$ cat src/verilog/uartPkg.sv
// uart peripheral shared sizes, register map and state encodings
// frame format is fixed 8N1 with 16x oversampling
package uartPkg;

	////////////////////
	// frame and sampling
	localparam int dataBits   = 8;	// bits per frame
	localparam int sbTick     = 16;	// ticks in one stop bit
	localparam int overSample = 16;	// ticks per data bit

	// receive fifo
	localparam int fifoDepth   = 16;
	localparam int fifoAddrLen = 4;	// log2 of depth

	// apb side
	localparam int baudDivLen = 16;
	localparam int apbAddrLen = 4;

	// counter types, sized from the constants above
	typedef logic [$clog2(overSample)-1:0] tickCnt;	// sample tick counter
	typedef logic [$clog2(dataBits)-1:0] bitCnt;	// data bit index
	typedef logic [fifoAddrLen:0] fifoCnt;	// one extra bit for full

	////////////////////
	// register offsets
	typedef enum logic [apbAddrLen-1:0] {
		regData    = 4'h0,	// wr sends a byte, rd pops the rx fifo
		regStatus  = 4'h4,	// {rxOverrun, txBusy, rxFull, rxNotEmpty}
		regBaudDiv = 4'h8,	// tick every baudDiv+1 clocks
		regCtrl    = 4'hC	// {txEnable, rxEnable}
	} regAddr;

	// serial state machines
	typedef enum logic [1:0] {rxIdle, rxStart, rxData, rxStop} rxState;
	typedef enum logic [1:0] {txIdle, txStart, txData, txStop} txState;

endpackage
$ cat src/verilog/uartLinkIf.sv
// link between the apb register block and the serial datapath
`timescale 1ns/1ps
interface uartLinkIf;

	// set by the register block
	logic [uartPkg::baudDivLen-1:0] baudDiv;	// 0 stops the tick
	logic rxEnable;
	logic txEnable;
	logic [uartPkg::dataBits-1:0] txData;	// byte to send
	logic txStart;	// one clock
	logic fifoPop;	// one clock

	// datapath status back to the registers
	logic txBusy;
	logic [uartPkg::dataBits-1:0] fifoData;	// head entry
	logic fifoEmpty, fifoFull;
	logic fifoOverflow;	// push dropped, one clock
	logic sTick;	// 16x baud tick

	modport regs (output baudDiv, rxEnable, txEnable, txData, txStart, fifoPop,
		input txBusy, fifoData, fifoEmpty, fifoFull, fifoOverflow);
	modport baud (input baudDiv, output sTick);
	modport tx (input sTick, txEnable, txData, txStart, output txBusy);
	modport rx (input sTick, rxEnable, fifoPop,
		output fifoData, fifoEmpty, fifoFull, fifoOverflow);

endinterface

$ cat src/verilog/uartPeriph.sv
// apb uart peripheral top, ties the bus and serial pins to the blocks
`timescale 1ns/1ps
module uartPeriph
(
	input  logic clk,
	input  logic reset,
	// apb3 slave
	input  logic psel,
	input  logic penable,
	input  logic pwrite,
	input  logic [uartPkg::apbAddrLen-1:0] paddr,
	input  logic [31:0] pwdata,
	output logic [31:0] prdata,
	output logic pready,
	output logic pslverr,
	// serial pins
	input  logic rxd,
	output logic txd
);

	uartLinkIf link ();

	logic rxDoneTick;	// push into the fifo
	logic [uartPkg::dataBits-1:0] rxByte;

	////////////////////
	// datapath
	baudTickGen u_baudGen (.clk(clk), .reset(reset), .link(link.baud));

	uartRec u_rec (.clk(clk), .reset(reset), .rxd(rxd), .link(link.rx),
		.rxDoneTick(rxDoneTick), .dOut(rxByte));

	uartTrans u_trans (.clk(clk), .reset(reset), .txd(txd), .link(link.tx));

	rxFifo u_rxFifo (.clk(clk), .reset(reset), .push(rxDoneTick),
		.pushData(rxByte), .link(link.rx));

	// bus side
	uartApbRegs u_regs
	(
		.clk(clk),
		.reset(reset),
		.psel(psel),
		.penable(penable),
		.pwrite(pwrite),
		.paddr(paddr),
		.pwdata(pwdata),
		.prdata(prdata),
		.pready(pready),
		.pslverr(pslverr),
		.link(link.regs)
	);

endmodule

$ cat src/verilog/uartApbRegs.sv
// apb3 register block of the uart, control, baud divisor and status
// DATA reads take one wait state while the fifo head is captured
`timescale 1ns/1ps
module uartApbRegs
(
	input  logic clk,
	input  logic reset,
	input  logic psel,
	input  logic penable,
	input  logic pwrite,
	input  logic [uartPkg::apbAddrLen-1:0] paddr,
	input  logic [31:0] pwdata,
	output logic [31:0] prdata,
	output logic pready,
	output logic pslverr,
	uartLinkIf.regs link
);

	uartPkg::regAddr addr;
	logic access;	// access phase
	logic dataRd, dataWr;
	logic wrRefused;	// tx cannot take a byte
	logic dataWait;	// second cycle of a DATA read
	logic [uartPkg::dataBits-1:0] rdHold;	// captured fifo head
	logic rdEmpty;	// fifo was empty at capture
	logic rxOverrun;	// sticky
	logic [31:0] status;

	assign addr = uartPkg::regAddr'(paddr);
	assign access = psel & penable;
	assign dataRd = access & ~pwrite & (addr == uartPkg::regData);
	assign dataWr = access & pwrite & (addr == uartPkg::regData);
	assign wrRefused = link.txBusy | ~link.txEnable;

	// all but DATA reads finish in the first access cycle
	assign pready = access & (~dataRd | dataWait);
	assign pslverr = (dataWr & wrRefused) | (dataRd & dataWait & rdEmpty);

	assign status = {28'b0, rxOverrun, link.txBusy, link.fifoFull, ~link.fifoEmpty};

	////////////////////
	// read mux
	always_comb
	begin
		prdata = '0;
		if (pready & ~pwrite)
		begin
			case (addr)
				uartPkg::regData    : prdata = rdEmpty ? '0 :
					{{(32 - uartPkg::dataBits){1'b0}}, rdHold};
				uartPkg::regStatus  : prdata = status;
				uartPkg::regBaudDiv : prdata = {{(32 - uartPkg::baudDivLen){1'b0}}, link.baudDiv};
				uartPkg::regCtrl    : prdata = {30'b0, link.txEnable, link.rxEnable};
				default             : prdata = '0;	// unmapped offsets
			endcase
		end
	end

	////////////////////
	// control state and pulses
	always_ff @(posedge clk or posedge reset)
	begin
		if (reset)
		begin
			link.baudDiv <= '0;
			link.rxEnable <= 1'b0;
			link.txEnable <= 1'b0;
			link.txStart <= 1'b0;
			link.fifoPop <= 1'b0;
			dataWait <= 1'b0;
			rdEmpty <= 1'b0;
			rxOverrun <= 1'b0;
		end
		else
		begin
			link.txStart <= dataWr & ~wrRefused;	// one clock
			link.fifoPop <= dataRd & ~dataWait & ~link.fifoEmpty;	// pops at completion
			dataWait <= dataRd & ~dataWait;
			if (dataRd & ~dataWait)
				rdEmpty <= link.fifoEmpty;
			if (access & pwrite)
			begin
				case (addr)
					uartPkg::regBaudDiv: link.baudDiv <= pwdata[uartPkg::baudDivLen-1:0];
					uartPkg::regCtrl:
					begin
						link.rxEnable <= pwdata[0];
						link.txEnable <= pwdata[1];
					end
					default: ;	// DATA handled by the pulse above
				endcase
			end
			if (link.fifoOverflow)
				rxOverrun <= 1'b1;	// set wins over the clear
			else if (pready & ~pwrite & (addr == uartPkg::regStatus))
				rxOverrun <= 1'b0;	// cleared by reading STATUS
		end
	end

	// byte to send and fifo head
	always_ff @(posedge clk)
	begin
		if (dataWr & ~wrRefused)
			link.txData <= pwdata[uartPkg::dataBits-1:0];
		if (dataRd & ~dataWait)
			rdHold <= link.fifoData;
	end

	// no start into a busy transmitter
	assert property (@(posedge clk) disable iff (reset)
		link.txStart |-> ~link.txBusy);

endmodule

$ cat src/verilog/rxFifo.sv
// receive fifo, 16 bytes deep, drops pushes when full
`timescale 1ns/1ps
module rxFifo
(
	input  logic clk,
	input  logic reset,
	input  logic push,
	input  logic [uartPkg::dataBits-1:0] pushData,
	uartLinkIf.rx link
);

	logic [uartPkg::dataBits-1:0] mem [uartPkg::fifoDepth];
	logic [uartPkg::fifoAddrLen-1:0] wrPtr, rdPtr;	// wrap naturally
	uartPkg::fifoCnt count;	// 0 to fifoDepth
	logic doPush, doPop;

	assign link.fifoEmpty = (count == '0);
	assign link.fifoFull = (count == uartPkg::fifoCnt'(uartPkg::fifoDepth));

	assign doPop = link.fifoPop & ~link.fifoEmpty;
	assign doPush = push & (~link.fifoFull | doPop);	// pop frees a slot
	assign link.fifoOverflow = push & ~doPush;	// byte lost

	assign link.fifoData = mem[rdPtr];	// head entry

	////////////////////
	// storage
	always_ff @(posedge clk)
	begin
		if (doPush)
			mem[wrPtr] <= pushData;
	end

	// pointers and fill level
	always_ff @(posedge clk or posedge reset)
	begin
		if (reset)
		begin
			wrPtr <= '0;
			rdPtr <= '0;
			count <= '0;
		end
		else
		begin
			if (doPush)
				wrPtr <= wrPtr + 1'b1;
			if (doPop)
				rdPtr <= rdPtr + 1'b1;
			case ({doPush, doPop})
				2'b10: count <= count + 1'b1;
				2'b01: count <= count - 1'b1;
				default: count <= count;	// none, or both at once
			endcase
		end
	end

	assert property (@(posedge clk) disable iff (reset)
		count <= uartPkg::fifoCnt'(uartPkg::fifoDepth));

endmodule

$ cat src/verilog/uartTrans.sv
// uart transmitter, start bit, 8 data bits lsb first, one stop bit
// each bit held for 16 sample ticks
`timescale 1ns/1ps
module uartTrans
(
	input  logic clk,
	input  logic reset,
	output logic txd,
	uartLinkIf.tx link
);

	uartPkg::txState stateReg, stateNext;
	uartPkg::tickCnt sReg, sNext;	// ticks within the bit
	uartPkg::bitCnt nReg, nNext;	// data bits sent
	logic [uartPkg::dataBits-1:0] bReg, bNext;	// shifted out lsb first
	logic txReg, txNext;	// registered line, no glitches

	always_ff @(posedge clk or posedge reset)
	begin
		if (reset)
		begin
			stateReg <= uartPkg::txIdle;
			sReg <= '0;
			nReg <= '0;
			txReg <= 1'b1;	// line idles high
		end
		else
		begin
			stateReg <= stateNext;
			sReg <= sNext;
			nReg <= nNext;
			txReg <= txNext;
		end
	end

	always_ff @(posedge clk)
		bReg <= bNext;

	////////////////////
	// next state, line value moves with the state
	always_comb
	begin
		stateNext = stateReg;
		sNext = sReg;
		nNext = nReg;
		bNext = bReg;
		txNext = txReg;
		case (stateReg)
			uartPkg::txIdle:
			begin
				txNext = 1'b1;
				if (link.txStart & link.txEnable)
				begin
					stateNext = uartPkg::txStart;
					sNext = '0;
					bNext = link.txData;	// latch the byte
					txNext = 1'b0;	// start bit
				end
			end
			uartPkg::txStart:
				if (link.sTick)
				begin
					if (sReg == uartPkg::tickCnt'(uartPkg::overSample - 1))
					begin
						stateNext = uartPkg::txData;
						sNext = '0;
						nNext = '0;
						txNext = bReg[0];
					end
					else
						sNext = sReg + 1'b1;
				end
			uartPkg::txData:
				if (link.sTick)
				begin
					if (sReg == uartPkg::tickCnt'(uartPkg::overSample - 1))
					begin
						sNext = '0;
						bNext = bReg >> 1;
						if (nReg == uartPkg::bitCnt'(uartPkg::dataBits - 1))
						begin
							stateNext = uartPkg::txStop;
							txNext = 1'b1;	// stop bit
						end
						else
						begin
							nNext = nReg + 1'b1;
							txNext = bReg[1];	// next bit up
						end
					end
					else
						sNext = sReg + 1'b1;
				end
			uartPkg::txStop:
				if (link.sTick)
				begin
					if (sReg == uartPkg::tickCnt'(uartPkg::sbTick - 1))
						stateNext = uartPkg::txIdle;	// frame done
					else
						sNext = sReg + 1'b1;
				end
			default: stateNext = uartPkg::txIdle;
		endcase
	end

	assign txd = txReg;
	assign link.txBusy = (stateReg != uartPkg::txIdle);

	// line high whenever no start or data bit is on it
	assert property (@(posedge clk) disable iff (reset)
		(stateReg == uartPkg::txIdle || stateReg == uartPkg::txStop) |-> txd);

endmodule

$ cat src/verilog/uartRec.sv
// uart receiver for 16x oversampled 8N1 frames
// checks the start bit at mid-bit, samples data bits at their centres
`timescale 1ns/1ps
module uartRec
(
	input  logic clk,
	input  logic reset,
	input  logic rxd,
	uartLinkIf.rx link,
	output logic rxDoneTick,
	output logic [uartPkg::dataBits-1:0] dOut
);

	uartPkg::rxState stateReg, stateNext;
	uartPkg::tickCnt sReg, sNext;	// sample ticks within a bit
	uartPkg::bitCnt nReg, nNext;	// data bits taken
	logic [uartPkg::dataBits-1:0] bReg, bNext;	// shift reg, lsb first
	logic rxMeta, rxSync;	// line synchronizer

	////////////////////
	// registers
	always_ff @(posedge clk or posedge reset)
	begin
		if (reset)
		begin
			stateReg <= uartPkg::rxIdle;
			sReg <= '0;
			nReg <= '0;
			rxMeta <= 1'b1;	// idle line is high
			rxSync <= 1'b1;
		end
		else
		begin
			stateReg <= stateNext;
			sReg <= sNext;
			nReg <= nNext;
			rxMeta <= rxd;
			rxSync <= rxMeta;
		end
	end

	always_ff @(posedge clk)
		bReg <= bNext;

	////////////////////
	// next state
	always_comb
	begin
		stateNext = stateReg;
		sNext = sReg;
		nNext = nReg;
		bNext = bReg;
		rxDoneTick = 1'b0;
		case (stateReg)
			uartPkg::rxIdle:
				if (~rxSync)	// falling start edge
				begin
					stateNext = uartPkg::rxStart;
					sNext = '0;
				end
			uartPkg::rxStart:
				if (link.sTick)
				begin
					if (sReg == uartPkg::tickCnt'(uartPkg::overSample / 2 - 1))
					begin
						if (~rxSync)	// still low at mid-bit
						begin
							stateNext = uartPkg::rxData;
							sNext = '0;
							nNext = '0;
						end
						else
							stateNext = uartPkg::rxIdle;	// glitch, drop it
					end
					else
						sNext = sReg + 1'b1;
				end
			uartPkg::rxData:
				if (link.sTick)
				begin
					if (sReg == uartPkg::tickCnt'(uartPkg::overSample - 1))
					begin
						sNext = '0;
						bNext = {rxSync, bReg[uartPkg::dataBits-1:1]};	// centre sample
						if (nReg == uartPkg::bitCnt'(uartPkg::dataBits - 1))
							stateNext = uartPkg::rxStop;
						else
							nNext = nReg + 1'b1;
					end
					else
						sNext = sReg + 1'b1;
				end
			uartPkg::rxStop:
				if (link.sTick)
				begin
					if (sReg == uartPkg::tickCnt'(uartPkg::sbTick - 1))
					begin
						stateNext = uartPkg::rxIdle;
						rxDoneTick = 1'b1;	// byte ready for the fifo
					end
					else
						sNext = sReg + 1'b1;
				end
			default: stateNext = uartPkg::rxIdle;
		endcase
		if (~link.rxEnable)
			stateNext = uartPkg::rxIdle;	// disabled, line ignored
	end

	assign dOut = bReg;

	// done only at a stop tick
	assert property (@(posedge clk) disable iff (reset)
		rxDoneTick |-> (stateReg == uartPkg::rxStop) && link.sTick);
	// receiver parked while disabled
	assert property (@(posedge clk) disable iff (reset)
		~link.rxEnable |=> (stateReg == uartPkg::rxIdle));

endmodule

$ cat src/verilog/baudTickGen.sv
// baud tick generator, one clock pulse at 16x the baud rate
`timescale 1ns/1ps
module baudTickGen
(
	input  logic clk,
	input  logic reset,
	uartLinkIf.baud link
);

	logic [uartPkg::baudDivLen-1:0] cnt;	// counts down to 0
	logic running;

	assign running = (link.baudDiv != '0);	// divisor 0 means stopped

	always_ff @(posedge clk or posedge reset)
	begin
		if (reset)
			cnt <= '0;
		else if (~running || cnt == '0)
			cnt <= link.baudDiv;	// reload, period is baudDiv+1
		else
			cnt <= cnt - 1'b1;
	end

	// tick on the zero clock only
	assign link.sTick = running & (cnt == '0);

endmodule

$ cat config.mk
export PLATFORM = sky130hd
export DESIGN_NAME = uartPeriph
export DESIGN_NICKNAME = d
export VERILOG_FILES = /design/src/verilog/uartPkg.sv /design/src/verilog/uartLinkIf.sv /design/src/verilog/uartPeriph.sv /design/src/verilog/uartApbRegs.sv /design/src/verilog/rxFifo.sv /design/src/verilog/uartTrans.sv /design/src/verilog/uartRec.sv /design/src/verilog/baudTickGen.sv
export SDC_FILE = /design/constraint.sdc
export NUM_CORES = 1
export LEC_CHECK = 0
export BUFFER_PORTS_ARGS = -buffer_cell sky130_fd_sc_hd__buf_4
export CORE_MARGIN = 4
export CORE_UTILIZATION = 42
export CTS_CLUSTER_DIAMETER = 50
export DETAILED_ROUTE_END_ITERATION = 6
export PLACE_DENSITY = 0.58
export SETUP_SLACK_MARGIN = 0.15
export SYNTH_ARGS = -nofsm -noshare
export SYNTH_HDL_FRONTEND = slang
export SYNTH_SLANG_ARGS = --single-unit
$ cat constraint.sdc
create_clock -name clk -period 5.9 [get_ports clk]
set_input_delay 0.59 -clock clk [delete_from_list [all_inputs] [get_ports clk]]
set_output_delay 0.59 -clock clk [all_outputs]
set_load 0.02 [all_outputs]
==> PnR_summary.wiki <==
{| class="wikitable"
! Metric !! Value
|-
| Status || completed
|-
| Worst vdd rail ir drop || approximately 0.00021 V
|-
| Number of setup buffers added after CTS || 0
|-
| Cell depth of the worst min-delay path || 1
|-
| Cell count after synthesis || between 600 and 700
|-
| Crit Path Max Fanout || 9
|-
| DRC || 0
|-
| Min cycle time layout || between 3000 and 4000 ps
|-
| Number of synthesized register bits || 233
|-
| Number of vias in the routed layout || 5,848
|-
| Post-detailed-routing wire length || ~20,000 um
|-
| First-pass GRT wire length || around 33,000 um
|-
| TritonCTS buffer count || 28
|-
| CTS tree || yes
|-
| Number of nets still failing antenna checks after routing || 0
|-
| All-Layer GR Usage || between 10% and 20%
|-
| Post-route fraction of the period consumed by the critical path || between 50% and 60%
|-
| Seq/Total Area, Yosys || approximately two thirds
|-
| Vias in the first global route || 5,962
|-
| Synthesis-to-layout area growth || 15.8%
|-
| Total half-perimeter wirelength after legalization and detailed placement || approximately 14,000 um
|-
| Routability congestion estimate || roughly 0.8
|-
| Total standard cell area after synthesis || slightly above 10,000 um^2
|-
| CTS max path bufs || 3
|-
| FF-to-FF Start || u_baudGen.cnt[0]$_DFF_PP0_
|-
| Worst-Margin Slew || 1200 ps
|-
| Initial standard-cell utilization of the core || between 40% and 50%
|-
| Number of enable-type register cells in the synthesized netlist || 160
|-
| Placed Instances || 1,028
|-
| CP Class || reg2reg
|-
| Share of the core filled with cells in the final layout || between 40% and 50%
|-
| Endpoint of the worst hold-timing path || u_rec.rxMeta$_DFF_PP1_
|-
| Pin count of the biggest net entering global routing || 74
|-
| Worst R2R End || u_rxFifo.mem[7][3]$_DFFE_PP_
|-
| Number of antenna violations at the first check in global routing || 0
|-
| Overflow left after global routing || 0
|-
| Routed wire per std cell || 19.1 um
|-
| Number of buffers inserted by port buffering || 44
|-
| Final setup skew || approximately 11 ps
|-
| Top_reg_cell synth || sky130_fd_sc_hd__edfxtp_1
|-
| Kind of end point of the critical path || flip-flop
|-
| Cell depth of the worst flop-to-flop path || 7
|-
| Vias per inst || about 5.4
|-
| P_leak || around 4.3 nW
|-
| Mapped Avg Cell Area || ~15 um^2
|-
| CTS H-Tree Depth || 1
|-
| Sum of negative setup slack || 0 ps
|-
| Async SR Flop Fraction || between 30% and 40%
|-
| Register-to-register path setup slack || 2400 ps
|-
| Std cell rows || 56
|-
| Worst EP required || 6060 ps
|-
| Startpoint types || flip-flop
|-
| Initial drt markers || ~470
|-
| Resized Gates After CTS || 0
|-
| Max Clk Rate || 286 MHz
|-
| DP Area || between 10,000 and 15,000 um^2
|-
| P per Cell Area || roughly 360 nW/um^2
|-
| Insertion delay of the later-clocked pin in the worst-skew pair || between 500 and 600 ps
|-
| Max Slew Vio Count || 0
|-
| Worst hold slack || approximately 160 ps
|-
| Number of max-cap violations || 0
|-
| Final #Nets || 801
|-
| Die span in x || approximately 160 um
|-
| Data arrival time at the worst-slack endpoint || 3660 ps
|-
| Unique cell type count in the Yosys netlist || 59
|-
| Clock transition at the registers of the reported paths || around 60 ps
|-
| Final Hold Viols || 0
|-
| Number of setup violations in the final report || 0
|-
| Synthesis Warnings || 0
|-
| Hold WC Path Type || in2reg
|-
| Area of the core || around 24,000 um^2
|-
| Proportion of layout cells with a drive suffix above 1 || between 20% and 30%
|-
| Clock sinks || between 200 and 250
|-
| N_diodes || 0
|-
| Post-Layout Inst Area || 11,800 um^2
|-
| Number of hold-repair buffers added at the cts stage || 0
|-
| Library cell used as clock root buffer || sky130_fd_sc_hd__clkbuf_16
|-
| Max transition margin || 19.7%
|-
| HP Start || rxd
|-
| Initial DRT Pass Iterations || 7
|-
| Filler-free cell count of the finished design || ~1.1k
|-
| Chip height || approximately 160 um
|-
| RSZ-0062 raised after global routing || no
|-
| Number of placed I/O pins || 77
|-
| Area of the die || between 20,000 and 30,000 um^2
|}
[layer usage]
layer	up-vias	GRT usage (%)	wire, um
met2	162	26.4	10300
met3	41	2.84	1160
met5	-	0	0
met4	0	4.27	449
met1	2958	21.0	8720
li1	2687	-	-
[cell families (layout without fill, tap and decap cells)]
group	Yosys count	count (layout)	share of synthesized area, %
flops	233	233	65.1
fa+ha+maj	20	20	2.45
compound gates	81	81	5.01
buf+inv	50	116	2.49
other cells	1	16	0.0368
xor+xnor	24	24	2.06
simple gates	195	195	10.1
mux	76	76	12.8
[stage by stage]
stage,setup WS [ps],total power [mW]
2_1_floorplan,2700,2.38
3_3_place_gp,2500,2.48
3_5_place_dp,2410,2.52
4_1_cts,2400,4.25
5_1_grt,2090,4.41
6_report,2400,4.21
[worst max-delay path by stage]
stage                                     from                      endpoint  depth (start not counted)
global placement    u_baudGen.cnt[6]$_DFF_PP0_  u_rxFifo.mem[7][1]$_DFFE_PP_                          5
global route        u_baudGen.cnt[0]$_DFF_PP0_  u_rxFifo.mem[5][1]$_DFFE_PP_                          7
floorplan                             paddr[1]                        pready                          3
finish              u_baudGen.cnt[0]$_DFF_PP0_  u_rxFifo.mem[7][3]$_DFFE_PP_                          7
detailed placement  u_baudGen.cnt[0]$_DFF_PP0_  u_rxFifo.mem[7][1]$_DFFE_PP_                          7
CTS                 u_baudGen.cnt[0]$_DFF_PP0_  u_rxFifo.mem[7][3]$_DFFE_PP_                          7
[synth_stat cells (all sizes together) (2+ instances only)]
cell | n | share of area [%]
a31oi | 2 | 0.12
and3 | 4 | 0.25
nand2b | 6 | 0.44
dfrtp | 70 | 17
dfstp | 3 | 0.77
ha | 20 | 2.5
nor2 | 49 | 1.8
edfxtp | 160 | 47
mux4 | 40 | 8.8
a21oi | 19 | 0.93
a21o | 5 | 0.37
buf | 24 | 1.5
o2bb2ai | 2 | 0.17
o21ai | 29 | 1.4
nor4 | 15 | 1.1
nand4 | 3 | 0.25
or3 | 8 | 0.55
or4 | 4 | 0.37
xor2 | 9 | 0.77
mux2i | 2 | 0.20
nor2b | 5 | 0.31
and2 | 12 | 0.74
nand2 | 49 | 1.8
a22o | 6 | 0.53
clkbuf | 16 | 0.59
mux2 | 34 | 3.8
nand3 | 12 | 0.59
o21bai | 2 | 0.15
xnor2 | 15 | 1.3
inv | 10 | 0.37
and4 | 2 | 0.17
a22oi | 6 | 0.44
o41ai | 2 | 0.17
nor3 | 17 | 0.83
nand3b | 3 | 0.22
or2 | 2 | 0.12
o211a | 2 | 0.20
[report_power, final]
part | internal (mW) | leakage [nW] | switching, mW
clock network | 1.04 | 0.460 | 0.681
registers | 1.85 | 2.40 | 0.106
logic | 0.230 | 1.47 | 0.304
total | 3.12 | 4.34 | 1.09
[worst max-delay path: stages, from the launching register on]
cell,delay (ps)
sky130_fd_sc_hd__dfrtp_1,400
sky130_fd_sc_hd__inv_1,130
sky130_fd_sc_hd__ha_1,180
sky130_fd_sc_hd__nor3b_1,310
sky130_fd_sc_hd__nand4_2,400
sky130_fd_sc_hd__nor4b_4,700
sky130_fd_sc_hd__nand2_1,280
sky130_fd_sc_hd__nor2_1,720
[placed cells by master (no fill, tap or decap), types with 4 or more instances in the layout]
| master | synthesis | final |
|---|---|---|
| sky130_fd_sc_hd__edfxtp_1 | 160 | 160 |
| sky130_fd_sc_hd__dfrtp_1 | 70 | 68 |
| sky130_fd_sc_hd__buf_4 | 16 | 54 |
| sky130_fd_sc_hd__nor2_1 | 49 | 49 |
| sky130_fd_sc_hd__nand2_1 | 48 | 48 |
| sky130_fd_sc_hd__mux4_2 | 40 | 40 |
| sky130_fd_sc_hd__mux2_2 | 34 | 34 |
| sky130_fd_sc_hd__o21ai_0 | 29 | 29 |
| sky130_fd_sc_hd__clkbuf_16 | 0 | 28 |
| sky130_fd_sc_hd__ha_1 | 20 | 20 |
| sky130_fd_sc_hd__a21oi_1 | 19 | 19 |
| sky130_fd_sc_hd__nor3_1 | 17 | 17 |
| sky130_fd_sc_hd__conb_1 | 1 | 16 |
| sky130_fd_sc_hd__xnor2_1 | 15 | 15 |
| sky130_fd_sc_hd__nand3_1 | 12 | 12 |
| sky130_fd_sc_hd__and2_1 | 12 | 12 |
| sky130_fd_sc_hd__nor4_1 | 13 | 11 |
| sky130_fd_sc_hd__inv_1 | 10 | 9 |
| sky130_fd_sc_hd__xor2_1 | 9 | 9 |
| sky130_fd_sc_hd__a22oi_1 | 6 | 6 |
| sky130_fd_sc_hd__or3_1 | 6 | 6 |
| sky130_fd_sc_hd__nor2b_1 | 5 | 5 |
| sky130_fd_sc_hd__nand2b_1 | 5 | 5 |
| sky130_fd_sc_hd__a21o_1 | 5 | 5 |
| sky130_fd_sc_hd__a22o_1 | 5 | 5 |
| sky130_fd_sc_hd__and3_1 | 4 | 4 |
| sky130_fd_sc_hd__clkinv_2 | 0 | 4 |
| sky130_fd_sc_hd__clkinv_1 | 0 | 4 |
[layout make-up]
| type | count | area (um^2) |
|---|---|---|
| repair buffers | 54 | 405 |
| inverters | 10 | 38.8 |
| clock buffers | 33 | 739 |
| clock inverters | 19 | 209 |
| well taps | 319 | 399 |
| fillers | 1975 | 11900 |
| multi-input cells | 412 | 3380 |
| flip-flops and latches | 233 | 6640 |
[registers in the layout, indices dropped and copies added, names as in the netlist, 2 cells and up]
| register | count |
|---|---|
| u_regs.link.txData | 8 |
| u_rec.dOut | 8 |
| u_rxFifo.count | 5 |
| u_regs.rdHold | 8 |
| u_trans.sReg | 4 |
| u_regs.link.baudDiv | 16 |
| u_trans.bReg | 8 |
| u_trans.stateReg | 2 |
| u_rec.sReg | 4 |
| u_rxFifo.wrPtr | 4 |
| u_rec.stateReg | 2 |
| u_rec.nReg | 3 |
| u_rxFifo.rdPtr | 4 |
| u_rxFifo.mem | 128 |
| u_baudGen.cnt | 16 |
| u_trans.nReg | 3 |
No activity file was read; power rests on OpenSTA's default activity.
